[config.mk]
export PLATFORM = sky130hd
export DESIGN_NAME = uart_bridge_top
export DESIGN_NICKNAME = d
export VERILOG_FILES = /design/src/rtl/bridge_cmd_pkg.sv /design/src/rtl/uart_line_pkg.sv /design/src/rtl/uart_bridge_top.sv /design/src/rtl/uart_rx_sampler.sv /design/src/rtl/uart_tx_serializer.sv /design/src/rtl/cmd_sequencer.sv /design/src/rtl/bridge_wb_port.sv
export VERILOG_INCLUDE_DIRS = /design/src /design/src/rtl
export SDC_FILE = /design/constraint.sdc
export NUM_CORES = 1
export LEC_CHECK = 0
export BUFFER_PORTS_ARGS = -buffer_cell sky130_fd_sc_hd__buf_4
export CAP_MARGIN = 20
export CORE_UTILIZATION = 40
export CTS_CLUSTER_SIZE = 28
export DETAILED_ROUTE_END_ITERATION = 8
export GPL_TIMING_DRIVEN = 0
export PLACE_DENSITY = 0.54
export SYNTH_ARGS = -nofsm -noshare
export SYNTH_HDL_FRONTEND = slang
export SYNTH_SLANG_ARGS = --single-unit
export TNS_END_PERCENT = 50
[constraint.sdc]
create_clock -name clk -period 3.2 [get_ports clk]
set_input_delay 0.16 -clock clk [delete_from_list [all_inputs] [get_ports clk]]
set_output_delay 0.16 -clock clk [all_outputs]
set_load 0.01 [all_outputs]
[src/rtl/uart_bridge_params.svh]
`ifndef UART_BRIDGE_PARAMS_SVH
`define UART_BRIDGE_PARAMS_SVH

// clock cycles per bit, kept short for simulation.
`define UART_BAUD_DIV 8

// cycles to wait for a reply start bit after the address frame.
`define UART_REPLY_TIMEOUT 400

// rw flag, 7-bit address, data byte.
`define BRIDGE_CMD_WIDTH 16

`endif
[src/rtl/bridge_cmd_pkg.sv]
package bridge_cmd_pkg;

  // command kind, taken from the top bit of the command word.
  typedef enum logic {
    op_read  = 1'b0,
    op_write = 1'b1
  } cmd_op_e;

  typedef enum logic [2:0] {
    seq_idle,
    seq_send_addr,
    seq_send_data,
    seq_wait_reply,
    seq_recv_reply
  } seq_state_e;

  // wishbone register map.
  typedef enum logic [1:0] {
    reg_cmd    = 2'd0,
    reg_status = 2'd1,
    reg_rdata  = 2'd2
  } wb_reg_e;

endpackage

[src/rtl/uart_line_pkg.sv]
package uart_line_pkg;

  // serializer states.
  typedef enum logic [2:0] {
    txs_idle,
    txs_start,
    txs_data,
    txs_parity,
    txs_stop
  } tx_state_e;

  // sampler states.
  typedef enum logic [2:0] {
    rxs_idle,
    rxs_start,
    rxs_data,
    rxs_parity,
    rxs_stop
  } rx_state_e;

endpackage

[src/rtl/uart_bridge_top.sv]
`include "uart_bridge_params.svh"

module uart_bridge_top
(
  input  logic                         clk,
  input  logic                         rst_n,
  input  logic                         wb_cyc,
  input  logic                         wb_stb,
  input  logic                         wb_we,
  input  logic [1:0]                   wb_adr,
  input  logic [`BRIDGE_CMD_WIDTH-1:0] wb_dat_i,
  output logic [`BRIDGE_CMD_WIDTH-1:0] wb_dat_o,
  output logic                         wb_ack,
  output logic                         tx,
  input  logic                         rx
);

  logic                         cmd_valid;
  logic [`BRIDGE_CMD_WIDTH-1:0] cmd_word;
  logic                         busy;
  logic                         done;
  logic [2:0]                   done_status;
  logic [7:0]                   read_byte;
  logic                         tx_start;
  logic [7:0]                   tx_byte;
  logic                         tx_busy;
  logic                         rx_valid;
  logic [7:0]                   rx_byte;
  logic                         rx_par_err;
  logic                         rx_active;

  bridge_wb_port u_wb_port (
    .clk         (clk),
    .rst_n       (rst_n),
    .wb_cyc      (wb_cyc),
    .wb_stb      (wb_stb),
    .wb_we       (wb_we),
    .wb_adr      (wb_adr),
    .wb_dat_i    (wb_dat_i),
    .wb_dat_o    (wb_dat_o),
    .wb_ack      (wb_ack),
    .busy        (busy),
    .done        (done),
    .done_status (done_status),
    .read_byte   (read_byte),
    .cmd_valid   (cmd_valid),
    .cmd_word    (cmd_word)
  );

  cmd_sequencer u_seq (
    .clk         (clk),
    .rst_n       (rst_n),
    .cmd_valid   (cmd_valid),
    .cmd_word    (cmd_word),
    .busy        (busy),
    .tx_start    (tx_start),
    .tx_byte     (tx_byte),
    .tx_busy     (tx_busy),
    .rx_valid    (rx_valid),
    .rx_byte     (rx_byte),
    .rx_par_err  (rx_par_err),
    .rx_active   (rx_active),
    .done        (done),
    .done_status (done_status),
    .read_byte   (read_byte)
  );

  uart_tx_serializer u_tx (
    .clk      (clk),
    .rst_n    (rst_n),
    .tx_start (tx_start),
    .tx_byte  (tx_byte),
    .tx       (tx),
    .tx_busy  (tx_busy)
  );

  // reply path back into the sequencer.
  uart_rx_sampler u_rx (
    .clk        (clk),
    .rst_n      (rst_n),
    .rx         (rx),
    .rx_valid   (rx_valid),
    .rx_byte    (rx_byte),
    .rx_par_err (rx_par_err),
    .rx_active  (rx_active)
  );

endmodule

[src/rtl/uart_rx_sampler.sv]
`include "uart_bridge_params.svh"

module uart_rx_sampler import uart_line_pkg::*;
(
  input  logic       clk,
  input  logic       rst_n,
  input  logic       rx,
  output logic       rx_valid,
  output logic [7:0] rx_byte,
  output logic       rx_par_err,
  output logic       rx_active
);

  localparam int BAUD_W = $clog2(`UART_BAUD_DIV);
  localparam int HALF   = `UART_BAUD_DIV / 2;

  rx_state_e         state;
  logic              rx_meta;
  logic              rx_sync;
  logic              rx_prev;
  logic              fall;
  logic [BAUD_W-1:0] baud_cnt;
  logic [2:0]        bit_idx;
  logic              bit_end;
  logic              mid_start;

  assign fall      = rx_prev && !rx_sync;
  assign bit_end   = (baud_cnt == BAUD_W'(`UART_BAUD_DIV - 1));
  assign mid_start = (baud_cnt == BAUD_W'(HALF - 1));
  assign rx_active = (state != rxs_idle);

  ////////////////////
  // synchronizer and frame FSM.

  always_ff @(posedge clk or negedge rst_n)
  begin
    if (!rst_n)
    begin
      rx_meta  <= 1'b1;
      rx_sync  <= 1'b1;
      rx_prev  <= 1'b1;
      state    <= rxs_idle;
      baud_cnt <= '0;
      bit_idx  <= 3'd0;
      rx_valid <= 1'b0;
    end
    else
    begin
      rx_meta  <= rx;
      rx_sync  <= rx_meta;
      rx_prev  <= rx_sync;
      rx_valid <= 1'b0;
      baud_cnt <= (state == rxs_idle || bit_end) ? '0 : baud_cnt + 1'b1;
      case (state)
        rxs_idle:
          if (fall)
            state <= rxs_start;
        rxs_start:
          if (mid_start)
          begin
            baud_cnt <= '0;  // realign to mid-bit.
            bit_idx  <= 3'd0;
            state    <= rx_sync ? rxs_idle : rxs_data;
          end
        rxs_data:
          if (bit_end)
          begin
            bit_idx <= bit_idx + 1'b1;
            if (bit_idx == 3'd7)
              state <= rxs_parity;
          end
        rxs_parity:
          if (bit_end)
            state <= rxs_stop;
        rxs_stop:
          if (bit_end)
          begin
            rx_valid <= 1'b1;  // middle of stop bit.
            state    <= rxs_idle;
          end
        default:
          state <= rxs_idle;
      endcase
    end
  end

  always_ff @(posedge clk)
  begin
    if (state == rxs_data && bit_end)
      rx_byte <= {rx_sync, rx_byte[7:1]};  // lsb first.
    if (state == rxs_parity && bit_end)
      rx_par_err <= ~^{rx_byte, rx_sync};
  end

endmodule

[src/rtl/uart_tx_serializer.sv]
`include "uart_bridge_params.svh"

module uart_tx_serializer import uart_line_pkg::*;
(
  input  logic       clk,
  input  logic       rst_n,
  input  logic       tx_start,
  input  logic [7:0] tx_byte,
  output logic       tx,
  output logic       tx_busy
);

  localparam int BAUD_W = $clog2(`UART_BAUD_DIV);

  tx_state_e         state;
  logic [BAUD_W-1:0] baud_cnt;
  logic [2:0]        bit_idx;
  logic [7:0]        shift_q;
  logic              par_q;
  logic              bit_end;

  assign bit_end = (baud_cnt == BAUD_W'(`UART_BAUD_DIV - 1));
  assign tx_busy = (state != txs_idle);

  always_ff @(posedge clk or negedge rst_n)
  begin
    if (!rst_n)
    begin
      state    <= txs_idle;
      baud_cnt <= '0;
      bit_idx  <= 3'd0;
      tx       <= 1'b1;  // line idles high.
    end
    else
    begin
      baud_cnt <= (state == txs_idle || bit_end) ? '0 : baud_cnt + 1'b1;
      case (state)
        txs_idle:
          if (tx_start)
          begin
            tx    <= 1'b0;
            state <= txs_start;
          end
        txs_start:
          if (bit_end)
          begin
            tx      <= shift_q[0];
            bit_idx <= 3'd0;
            state   <= txs_data;
          end
        txs_data:
          if (bit_end)
          begin
            bit_idx <= bit_idx + 1'b1;
            if (bit_idx == 3'd7)
            begin
              tx    <= par_q;
              state <= txs_parity;
            end
            else
              tx <= shift_q[1];  // next bit, shift lands this edge.
          end
        txs_parity:
          if (bit_end)
          begin
            tx    <= 1'b1;
            state <= txs_stop;
          end
        txs_stop:
          if (bit_end)
            state <= txs_idle;
        default:
          state <= txs_idle;
      endcase
    end
  end

  always_ff @(posedge clk)
  begin
    if (state == txs_idle && tx_start)
    begin
      shift_q <= tx_byte;
      par_q   <= ~^tx_byte;  // odd parity.
    end
    else if (state == txs_data && bit_end)
      shift_q <= shift_q >> 1;
  end

endmodule

[src/rtl/cmd_sequencer.sv]
`include "uart_bridge_params.svh"

module cmd_sequencer import bridge_cmd_pkg::*;
(
  input  logic                         clk,
  input  logic                         rst_n,
  input  logic                         cmd_valid,
  input  logic [`BRIDGE_CMD_WIDTH-1:0] cmd_word,
  output logic                         busy,
  output logic                         tx_start,
  output logic [7:0]                   tx_byte,
  input  logic                         tx_busy,
  input  logic                         rx_valid,
  input  logic [7:0]                   rx_byte,
  input  logic                         rx_par_err,
  input  logic                         rx_active,
  output logic                         done,
  output logic [2:0]                   done_status,
  output logic [7:0]                   read_byte
);

  localparam int TMR_W = $clog2(`UART_REPLY_TIMEOUT + 1);

  seq_state_e                   state;
  cmd_op_e                      op;
  logic [`BRIDGE_CMD_WIDTH-1:0] cmd_q;
  logic [TMR_W-1:0]             timer;
  logic                         tail;
  logic                         frame_done;

  assign op   = cmd_op_e'(cmd_q[`BRIDGE_CMD_WIDTH-1]);
  assign busy = (state != seq_idle);

  // tx_busy only rises the cycle after tx_start.
  assign frame_done = !tx_start && !tx_busy;

  ////////////////////
  // command FSM.

  always_ff @(posedge clk or negedge rst_n)
  begin
    if (!rst_n)
    begin
      state       <= seq_idle;
      tx_start    <= 1'b0;
      done        <= 1'b0;
      done_status <= 3'b000;
      timer       <= '0;
      tail        <= 1'b0;
    end
    else
    begin
      tx_start <= 1'b0;
      done     <= 1'b0;
      case (state)
        seq_idle:
          if (cmd_valid)
          begin
            tx_start <= 1'b1;  // address frame.
            state    <= seq_send_addr;
          end
        seq_send_addr:
          if (frame_done)
          begin
            if (op == op_write)
            begin
              tx_start <= 1'b1;
              state    <= seq_send_data;
            end
            else
            begin
              timer <= TMR_W'(1);
              state <= seq_wait_reply;
            end
          end
        seq_send_data:
          if (tail)
          begin
            tail        <= 1'b0;
            done        <= 1'b1;
            done_status <= 3'b000;
            state       <= seq_idle;
          end
          else if (frame_done)
            tail <= 1'b1;
        seq_wait_reply:
          if (rx_active)
            state <= seq_recv_reply;
          else if (timer == TMR_W'(`UART_REPLY_TIMEOUT - 1))
          begin
            done        <= 1'b1;
            done_status <= 3'b010;  // timeout only.
            state       <= seq_idle;
          end
          else
            timer <= timer + 1'b1;
        seq_recv_reply:
          if (rx_valid)
          begin
            done        <= 1'b1;
            done_status <= {1'b1, 1'b0, rx_par_err};
            state       <= seq_idle;
          end
          else if (!rx_active)
            state <= seq_wait_reply;  // false start, keep waiting.
        default:
          state <= seq_idle;
      endcase
    end
  end

  always_ff @(posedge clk)
  begin
    if (state == seq_idle && cmd_valid)
    begin
      cmd_q   <= cmd_word;
      tx_byte <= cmd_word[`BRIDGE_CMD_WIDTH-1:8];  // rw flag and address.
    end
    else if (state == seq_send_addr && frame_done)
      tx_byte <= cmd_q[7:0];
    if (state == seq_recv_reply && rx_valid)
      read_byte <= rx_byte;
  end

endmodule

[src/rtl/bridge_wb_port.sv]
`include "uart_bridge_params.svh"

module bridge_wb_port import bridge_cmd_pkg::*;
(
  input  logic                         clk,
  input  logic                         rst_n,
  input  logic                         wb_cyc,
  input  logic                         wb_stb,
  input  logic                         wb_we,
  input  logic [1:0]                   wb_adr,
  input  logic [`BRIDGE_CMD_WIDTH-1:0] wb_dat_i,
  output logic [`BRIDGE_CMD_WIDTH-1:0] wb_dat_o,
  output logic                         wb_ack,
  input  logic                         busy,
  input  logic                         done,
  input  logic [2:0]                   done_status,
  input  logic [7:0]                   read_byte,
  output logic                         cmd_valid,
  output logic [`BRIDGE_CMD_WIDTH-1:0] cmd_word
);

  wb_reg_e                      reg_idx;
  logic                         access;
  logic                         cmd_write;
  logic                         take;
  logic [2:0]                   flags;  // read_done, timeout, parity_err.
  logic [7:0]                   rdata;
  logic [`BRIDGE_CMD_WIDTH-1:0] status_word;

  assign reg_idx   = wb_reg_e'(wb_adr);
  assign access    = wb_cyc && wb_stb && !wb_ack;  // one ack per access.
  assign cmd_write = wb_we && (reg_idx == reg_cmd);

  // command writes stall while a command is in flight.
  assign take = access && (!cmd_write || !busy);

  // busy holds until the result has landed in flags.
  assign status_word = {{(`BRIDGE_CMD_WIDTH-4){1'b0}}, flags, busy || cmd_valid || done};

  ////////////////////
  // handshake and sticky status.

  always_ff @(posedge clk or negedge rst_n)
  begin
    if (!rst_n)
    begin
      wb_ack    <= 1'b0;
      cmd_valid <= 1'b0;
      flags     <= 3'b000;
      rdata     <= 8'h00;
    end
    else
    begin
      wb_ack    <= take;
      cmd_valid <= take && cmd_write;
      if (take && cmd_write)
        flags <= 3'b000;  // new command clears the old result.
      else if (done)
        flags <= done_status;
      if (done && done_status[2])
        rdata <= read_byte;
    end
  end

  ////////////////////
  // data paths.

  always_ff @(posedge clk)
  begin
    if (take && cmd_write)
      cmd_word <= wb_dat_i;
    if (take)
    begin
      case (reg_idx)
        reg_cmd:    wb_dat_o <= cmd_word;
        reg_status: wb_dat_o <= status_word;
        reg_rdata:  wb_dat_o <= {{(`BRIDGE_CMD_WIDTH-8){1'b0}}, rdata};
        default:    wb_dat_o <= '0;
      endcase
    end
  end

endmodule

==> impl_metrics.py, run 1 <==
metrics = {
    "clock_network": {
        "htree_levels": 4,
        "cts_tree": "yes",
        "clkSinkCount": 129,
        "cts_resized": 0,
        "clk_latency_ns": 0.42,
        "clockBufferDepth": 2,
        "path_clk_slew_ns": 0.06,
        "root_buffer": "clkbuf_16",
        "post_cts_buffers": 0,
        "cts_made_buffers": 17,
    },
    "sta": {
        "slew_headroom_pct": 53.4,
        "final.setup.tns_ns": 0,
        "post-route-min-period_ns": 2.24,
        "period_share_pct": 70.1,
        "fmax_mhz": 446,
        "finalMaxSlewViolations": 0,
        "worst_pin_slew_ns": 0.694,
        "setup_viol": 0,
        "hold_viol": 0,
        "skew_ns": 0.00660,
        "rsz0062_at_grt": "false",
    },
    "finish": {
        "syn_to_final_growth_pct": 24.8,
        "nets": 508,
        "final_cell_mix": "75 x edfxtp_1, 50 x dfrtp_1, 41 x buf_4",
        "fin_util_pct": 51.4,
        "fill_cells": 1187,
        "antennaDiodeCount": 0,
        "final_common_cell": "edfxtp_1",
        "drive_gt1_share_pct": 26.3,
    },
    "power_and_ir_drop": {
        "power_density_mw_per_mm2": 728,
        "peakVddDrop_uv": 537,
        "leakage_nw": 2.74,
    },
    "synthesis": {
        "synth_seq_cells": 129,
        "yosysTopAreaCell": "edfxtp_1",
        "synth_cell_type_count": 62,
        "ys_warn_count": 0,
        "synth_area_leaders": "edfxtp_1 41%, dfrtp_1 23%, mux2_2 5.3%, ha_1 2.3%, xnor2_1 2.2%",
        "yosysSeqAreaShare_pct": 65.6,
        "yosysTopAreaCellShare_pct": 41.0,
        "synth.avg_cell_area_um2": 14.0,
        "synthArstFlopShare_pct": 41.9,
        "synth_cells": 393,
        "synth_area_mm2": 0.00550,
        "synth_edf_count": 75,
        "synth.net_count": 427,
        "synth-main-ff-cell": "edfxtp_1",
    },
    "drt": {
        "dr.pass1.iters": 4,
        "drcViolationCount": 0,
        "avgViaCountPerCell": 4.92,
        "routed_wl_mm": 9.90,
        "ant_nets": 0,
        "drt_iter0_markers": 218,
        "avgRoutedWirePerCell_um": 14.9,
        "num_vias": 3262,
    },
    "placement": {
        "gp_congestion": 0.773,
        "hpwl_mm": 6.71,
        "io_buffers": 40,
    },
    "worst_hold_path": {
        "min_path_cells": 3,
        "hold_class": "in -> reg",
    },
    "job": {
        "maxCapViolations": 0,
    },
    "floorplanning": {
        "initial_utilization_pct": 41.2,
        "ios": 42,
        "die_area_mm2": 0.0142,
        "core_mm2": 0.0133,
        "die_x_um": 119,
        "die_height_um": 119,
        "rows": 42,
    },
    "grt": {
        "grt_pass1_wl_mm": 16.6,
        "use_met1_pct": 19.2,
        "antenna_found_initial": 0,
        "track_usage_pct": 15.5,
        "overflow": 0,
        "gr-max-usage-layer": "met2",
        "grt.met3_usage_pct": 4.69,
        "grt_max_degree": 55,
        "grt_pass1_vias": 3304,
        "met2_usage_pct": 24.3,
    },
    "critical_path": {
        "crit_required_ns": 3.33,
        "crit_path_max_fanout": 10,
        "cp.arrival_ns": 2.37,
        "r2r_cells": 4,
        "start_kind": "flip-flop",
        "cp-end-kind": "flip-flop",
        "crit_type": "reg -> reg",
    },
    "outcome": {
        "outcome": "complete, no violations",
    },
}
-- sequential cells by signal (all words and copies together), names as in the netlist, 3 cells and up --
name,cells
u_wb_port.flags,3
u_seq.read_byte,8
u_tx.state,3
u_tx.bit_idx,3
u_rx.bit_idx,3
u_wb_port.cmd_word,16
u_rx.baud_cnt,3
u_seq.timer,9
u_seq.tx_byte,8
u_tx.baud_cnt,3
u_rx.rx_byte,8
u_wb_port.wb_dat_o,16
u_seq.done_status,3
u_seq.state,3
u_rx.state,3
u_tx.shift_q,8
u_wb_port.rdata,8
u_seq.cmd_q,9
-- worst max-delay path, stage by stage (launching register included) --
cell and delay [ns]:
dfrtp_1 0.40, buf_6 0.15, or3_2 0.54, a31oi_2 0.62, buf_6 0.24
-- kinds of logic after synthesis --
logic type	share of synthesized area (%)
AOI/OAI and AO/OA	7.90
DFF	65.6
and+or+nand+nor	11.4
adders and majority gates	2.28
buffers and inverters	2.21
xor gates and xnor gates	2.55
muxes	7.99
-- cell usage after synthesis (all sizes together) (2+ instances only) --
cell type / count
a211oi: 2
a21o: 4
a21oi: 7
a22o: 3
a311oi: 2
a31oi: 8
and2: 15
and3: 4
and3b: 2
and4: 2
buf: 7
clkbuf: 10
dfrtp: 50
dfstp: 4
edfxtp: 75
ha: 10
inv: 9
mux2: 28
mux2i: 12
nand2: 20
nand2b: 5
nand3: 7
nand3b: 8
nor2: 23
nor2b: 7
nor3: 7
nor3b: 3
o21ai: 16
o22ai: 2
o31ai: 5
o32a: 2
xnor2: 14
xor2: 2
-- through the flow --
step           worst slack, ns  cell area [um^2]  hold WS [ns]  total power, mW  std cells
2_1_floorplan            0.784              5500        -0.136             2.79        393
3_3_place_gp            0.0711              6020         0.252             3.01        609
6_report                 0.958              6860         0.200             4.99        663
3_5_place_dp             0.972              6070         0.261             3.04        613
4_1_cts                  0.960              6860         0.195             5.05        663
5_1_grt                  0.895              6860         0.210             5.26        663
-- power by group --
part / switching (mW) / total, mW / internal [mW]
clock network: 0.748 / 1.98 / 1.23
logic: 0.492 / 0.932 / 0.439
registers: 0.124 / 2.08 / 1.96
-- per-layer routing --
layer  share of wire [%]  routed length (um)  vias to the layer above
li1                    -                   -                     1616
met3                 4.1                 405                       20
met1                  46                4520                     1572
met2                  48                4740                       54
met4                 2.3                 229                        0
met5                   0                   0                        -
-- area by class of cell --
type	instances	area (um^2)	share of cell area, %
multi-input combinational	238	1780	25.9
tap	176	220	3.21
clock buffer	17	425	6.20
buffer	17	87.6	1.28
clock inverter	15	188	2.74
inverter	9	33.8	0.493
sequential	129	3610	52.6
timing repair buffer	62	517	7.53
-- final timing paths --
path | from | endpoint | slack, ns
min in group asynchronous | rst_n | u_tx.bit_idx[2] | 0.31
max in group asynchronous | rst_n | u_seq.tail | 2.41
max | u_seq.state[1] | u_wb_port.wb_dat_o[6] | 0.96
max reg2reg | u_seq.state[1] | u_wb_port.wb_dat_o[6] | 0.96
min reg2reg | u_rx.rx_meta | u_rx.rx_sync | 0.36
min | wb_we | u_wb_port.cmd_word[8] | 0.20
-- timing repair --
action | in CTS | in global routing
hold buffers | 18 | 0
endpoints found under the setup margin | 0 | 0
hold endpoints to repair | 67 | 0
Note: power is estimated with default switching activity, not from simulation.
==> run 2, diff against run 1 <==
Clock period 3.2 ns to 2.1 ns, I/O delays scaled along.
==> run 2 against run 1 <==
Net effect: setup slack lost 0.84 ns; routed wire length grew 1.8%; sequential power increased by 53%; die area stayed put; final cell count fell by 0.30%; sequential cell count is the same; clock skew increased by 0.0049 ns; critical endpoint is now u_wb_port.wb_dat_o[7]; largest cell class unchanged.
==> impl_metrics.py, run 2 (same netlist as run 1, synthesis figures left out) <==
metrics = {
    "clock_network": {
        "clockBufferDepth": 2,
        "clk_latency_ns": 0.42,
        "post_cts_buffers": 0,
        "root_buffer": "clkbuf_16",
        "htree_levels": 4,
        "path_clk_slew_ns": 0.05,
        "cts_made_buffers": 17,
        "clkSinkCount": 129,
        "cts_tree": "yes",
    },
    "sta": {
        "finalMaxSlewViolations": 0,
        "holdWs_ns": 0.0371,
        "post-route-min-period_ns": 1.99,
        "skew_ns": 0.0115,
        "rsz0062_at_grt": "false",
        "worst_pin_slew_ns": 0.876,
        "slew_headroom_pct": 41.4,
        "setup_viol": 0,
        "period_share_pct": 94.6,
        "worst_slack_ns": 0.113,
        "fmax_mhz": 503,
        "final.setup.tns_ns": 0,
        "hold_viol": 0,
    },
    "finish": {
        "final_cell_mix": "75 x edfxtp_1, 50 x dfrtp_1, 41 x buf_4",
        "drive_gt1_share_pct": 24.7,
        "final_common_cell": "edfxtp_1",
        "finalInstanceArea_mm2": 0.00688,
        "antennaDiodeCount": 0,
        "fill_cells": 1169,
        "instances_no_fill": 661,
        "nets": 507,
        "fin_util_pct": 51.5,
        "syn_to_final_growth_pct": 25.1,
        "top_regs": "u_wb_port.cmd_word x16, u_wb_port.wb_dat_o x16",
    },
    "critical_path": {
        "crit_required_ns": 2.22,
        "reg2reg_setup_slack_ns": 0.11,
        "cp-end-kind": "flip-flop",
        "cp.arrival_ns": 2.11,
        "crit_path_max_fanout": 10,
        "start_kind": "flip-flop",
        "crit_type": "reg -> reg",
    },
    "grt": {
        "grt_max_degree": 55,
        "grt_pass1_wl_mm": 16.9,
        "track_usage_pct": 15.9,
        "antenna_found_initial": 0,
        "overflow": 0,
        "grt_pass1_vias": 3320,
    },
    "power_and_ir_drop": {
        "power_mw": 7.62,
        "leakage_nw": 2.74,
        "peakVddDrop_uv": 667,
        "power_density_mw_per_mm2": 1110,
    },
    "worst_hold_path": {
        "hold_class": "in -> reg",
    },
    "drt": {
        "drt_iter0_markers": 302,
        "num_vias": 3294,
        "routed_wl_mm": 10.1,
        "avgViaCountPerCell": 4.98,
        "drcViolationCount": 0,
        "avgRoutedWirePerCell_um": 15.3,
        "dr.pass1.iters": 6,
        "ant_nets": 0,
    },
    "outcome": {
        "outcome": "complete, no violations",
    },
    "placement": {
        "placed_area_mm2": 0.00607,
        "gp_congestion": 0.763,
        "post-place-ws_ns": -0.284,
        "hpwl_mm": 6.72,
        "io_buffers": 40,
        "place_inst": 612,
    },
    "floorplanning": {
        "rows": 42,
        "initial_utilization_pct": 41.2,
        "die_x_um": 119,
        "die_height_um": 119,
        "core_mm2": 0.0133,
        "die_area_mm2": 0.0142,
        "ios": 42,
    },
    "job": {
        "maxCapViolations": 0,
    },
}
[run 2: cell count changes in the layout (fill, tap and decap cells not counted), moves of 2 or more]
cell	delta
clkinv_4	-7
clkinv_1	+3
nor3_1	-2
clkbuf_1	+5
buf_2	-2
clkinvlp_4	-3
[run 2: power by group]
group / switching (mW) / internal, mW / leakage (nW) / total (mW)
Combinational: 0.770 / 0.678 / 1.06 / 1.45
Clock: 0.996 / 1.99 / 0.288 / 2.99
Sequential: 0.198 / 2.99 / 1.39 / 3.19
Total: 1.96 / 5.66 / 2.74 / 7.62
[run 2: final cells by class]
cell class / instances / area (um^2) / area share [%]
plain buffers: 17 / 90.1 / 1.31
clock buffers: 23 / 458 / 6.66
clock inverters: 8 / 136 / 1.98
inverters: 9 / 33.8 / 0.491
multi-input cells: 238 / 1800 / 26.2
flip-flops and latches: 129 / 3610 / 52.5
well taps: 176 / 220 / 3.20
repair buffers: 61 / 524 / 7.63
[run 2: repair_timing]
item	in CTS	in global routing
resized for setup	2	3
pin swaps	0	1
endpoints found under the hold margin	67	0
hold buffers	18	0
setup endpoints to repair	17	29
[run 2: path summary, 6_finish.rpt]
path	depth (start not counted)	endpoint	startpoint
min in group asynchronous	2	u_tx.bit_idx[1]	rst_n
min reg2reg	0	u_rx.rx_sync	u_rx.rx_meta
min	2	u_wb_port.wb_ack	wb_we
max reg2reg	4	u_wb_port.wb_dat_o[7]	u_seq.state[1]
max	4	u_wb_port.wb_dat_o[7]	u_seq.state[1]
max in group asynchronous	2	u_seq.timer[3]	rst_n
[run 2: layer usage]
| layer | wire length [um] | vias to the layer above | global-route usage [%] |
|---|---|---|---|
| met5 | 0 | - | 0 |
| met4 | 136 | 0 | 6.88 |
| met3 | 334 | 11 | 5.41 |
| met2 | 4980 | 40 | 24.9 |
| met1 | 4630 | 1623 | 19.9 |
| li1 | - | 1620 | - |
[run 2: worst max-delay path, cell delays in order (launching register included)]
cell	delay, ns
dfrtp_1	0.40
buf_6	0.15
or3_2	0.55
a31oi_4	0.37
buf_6	0.22
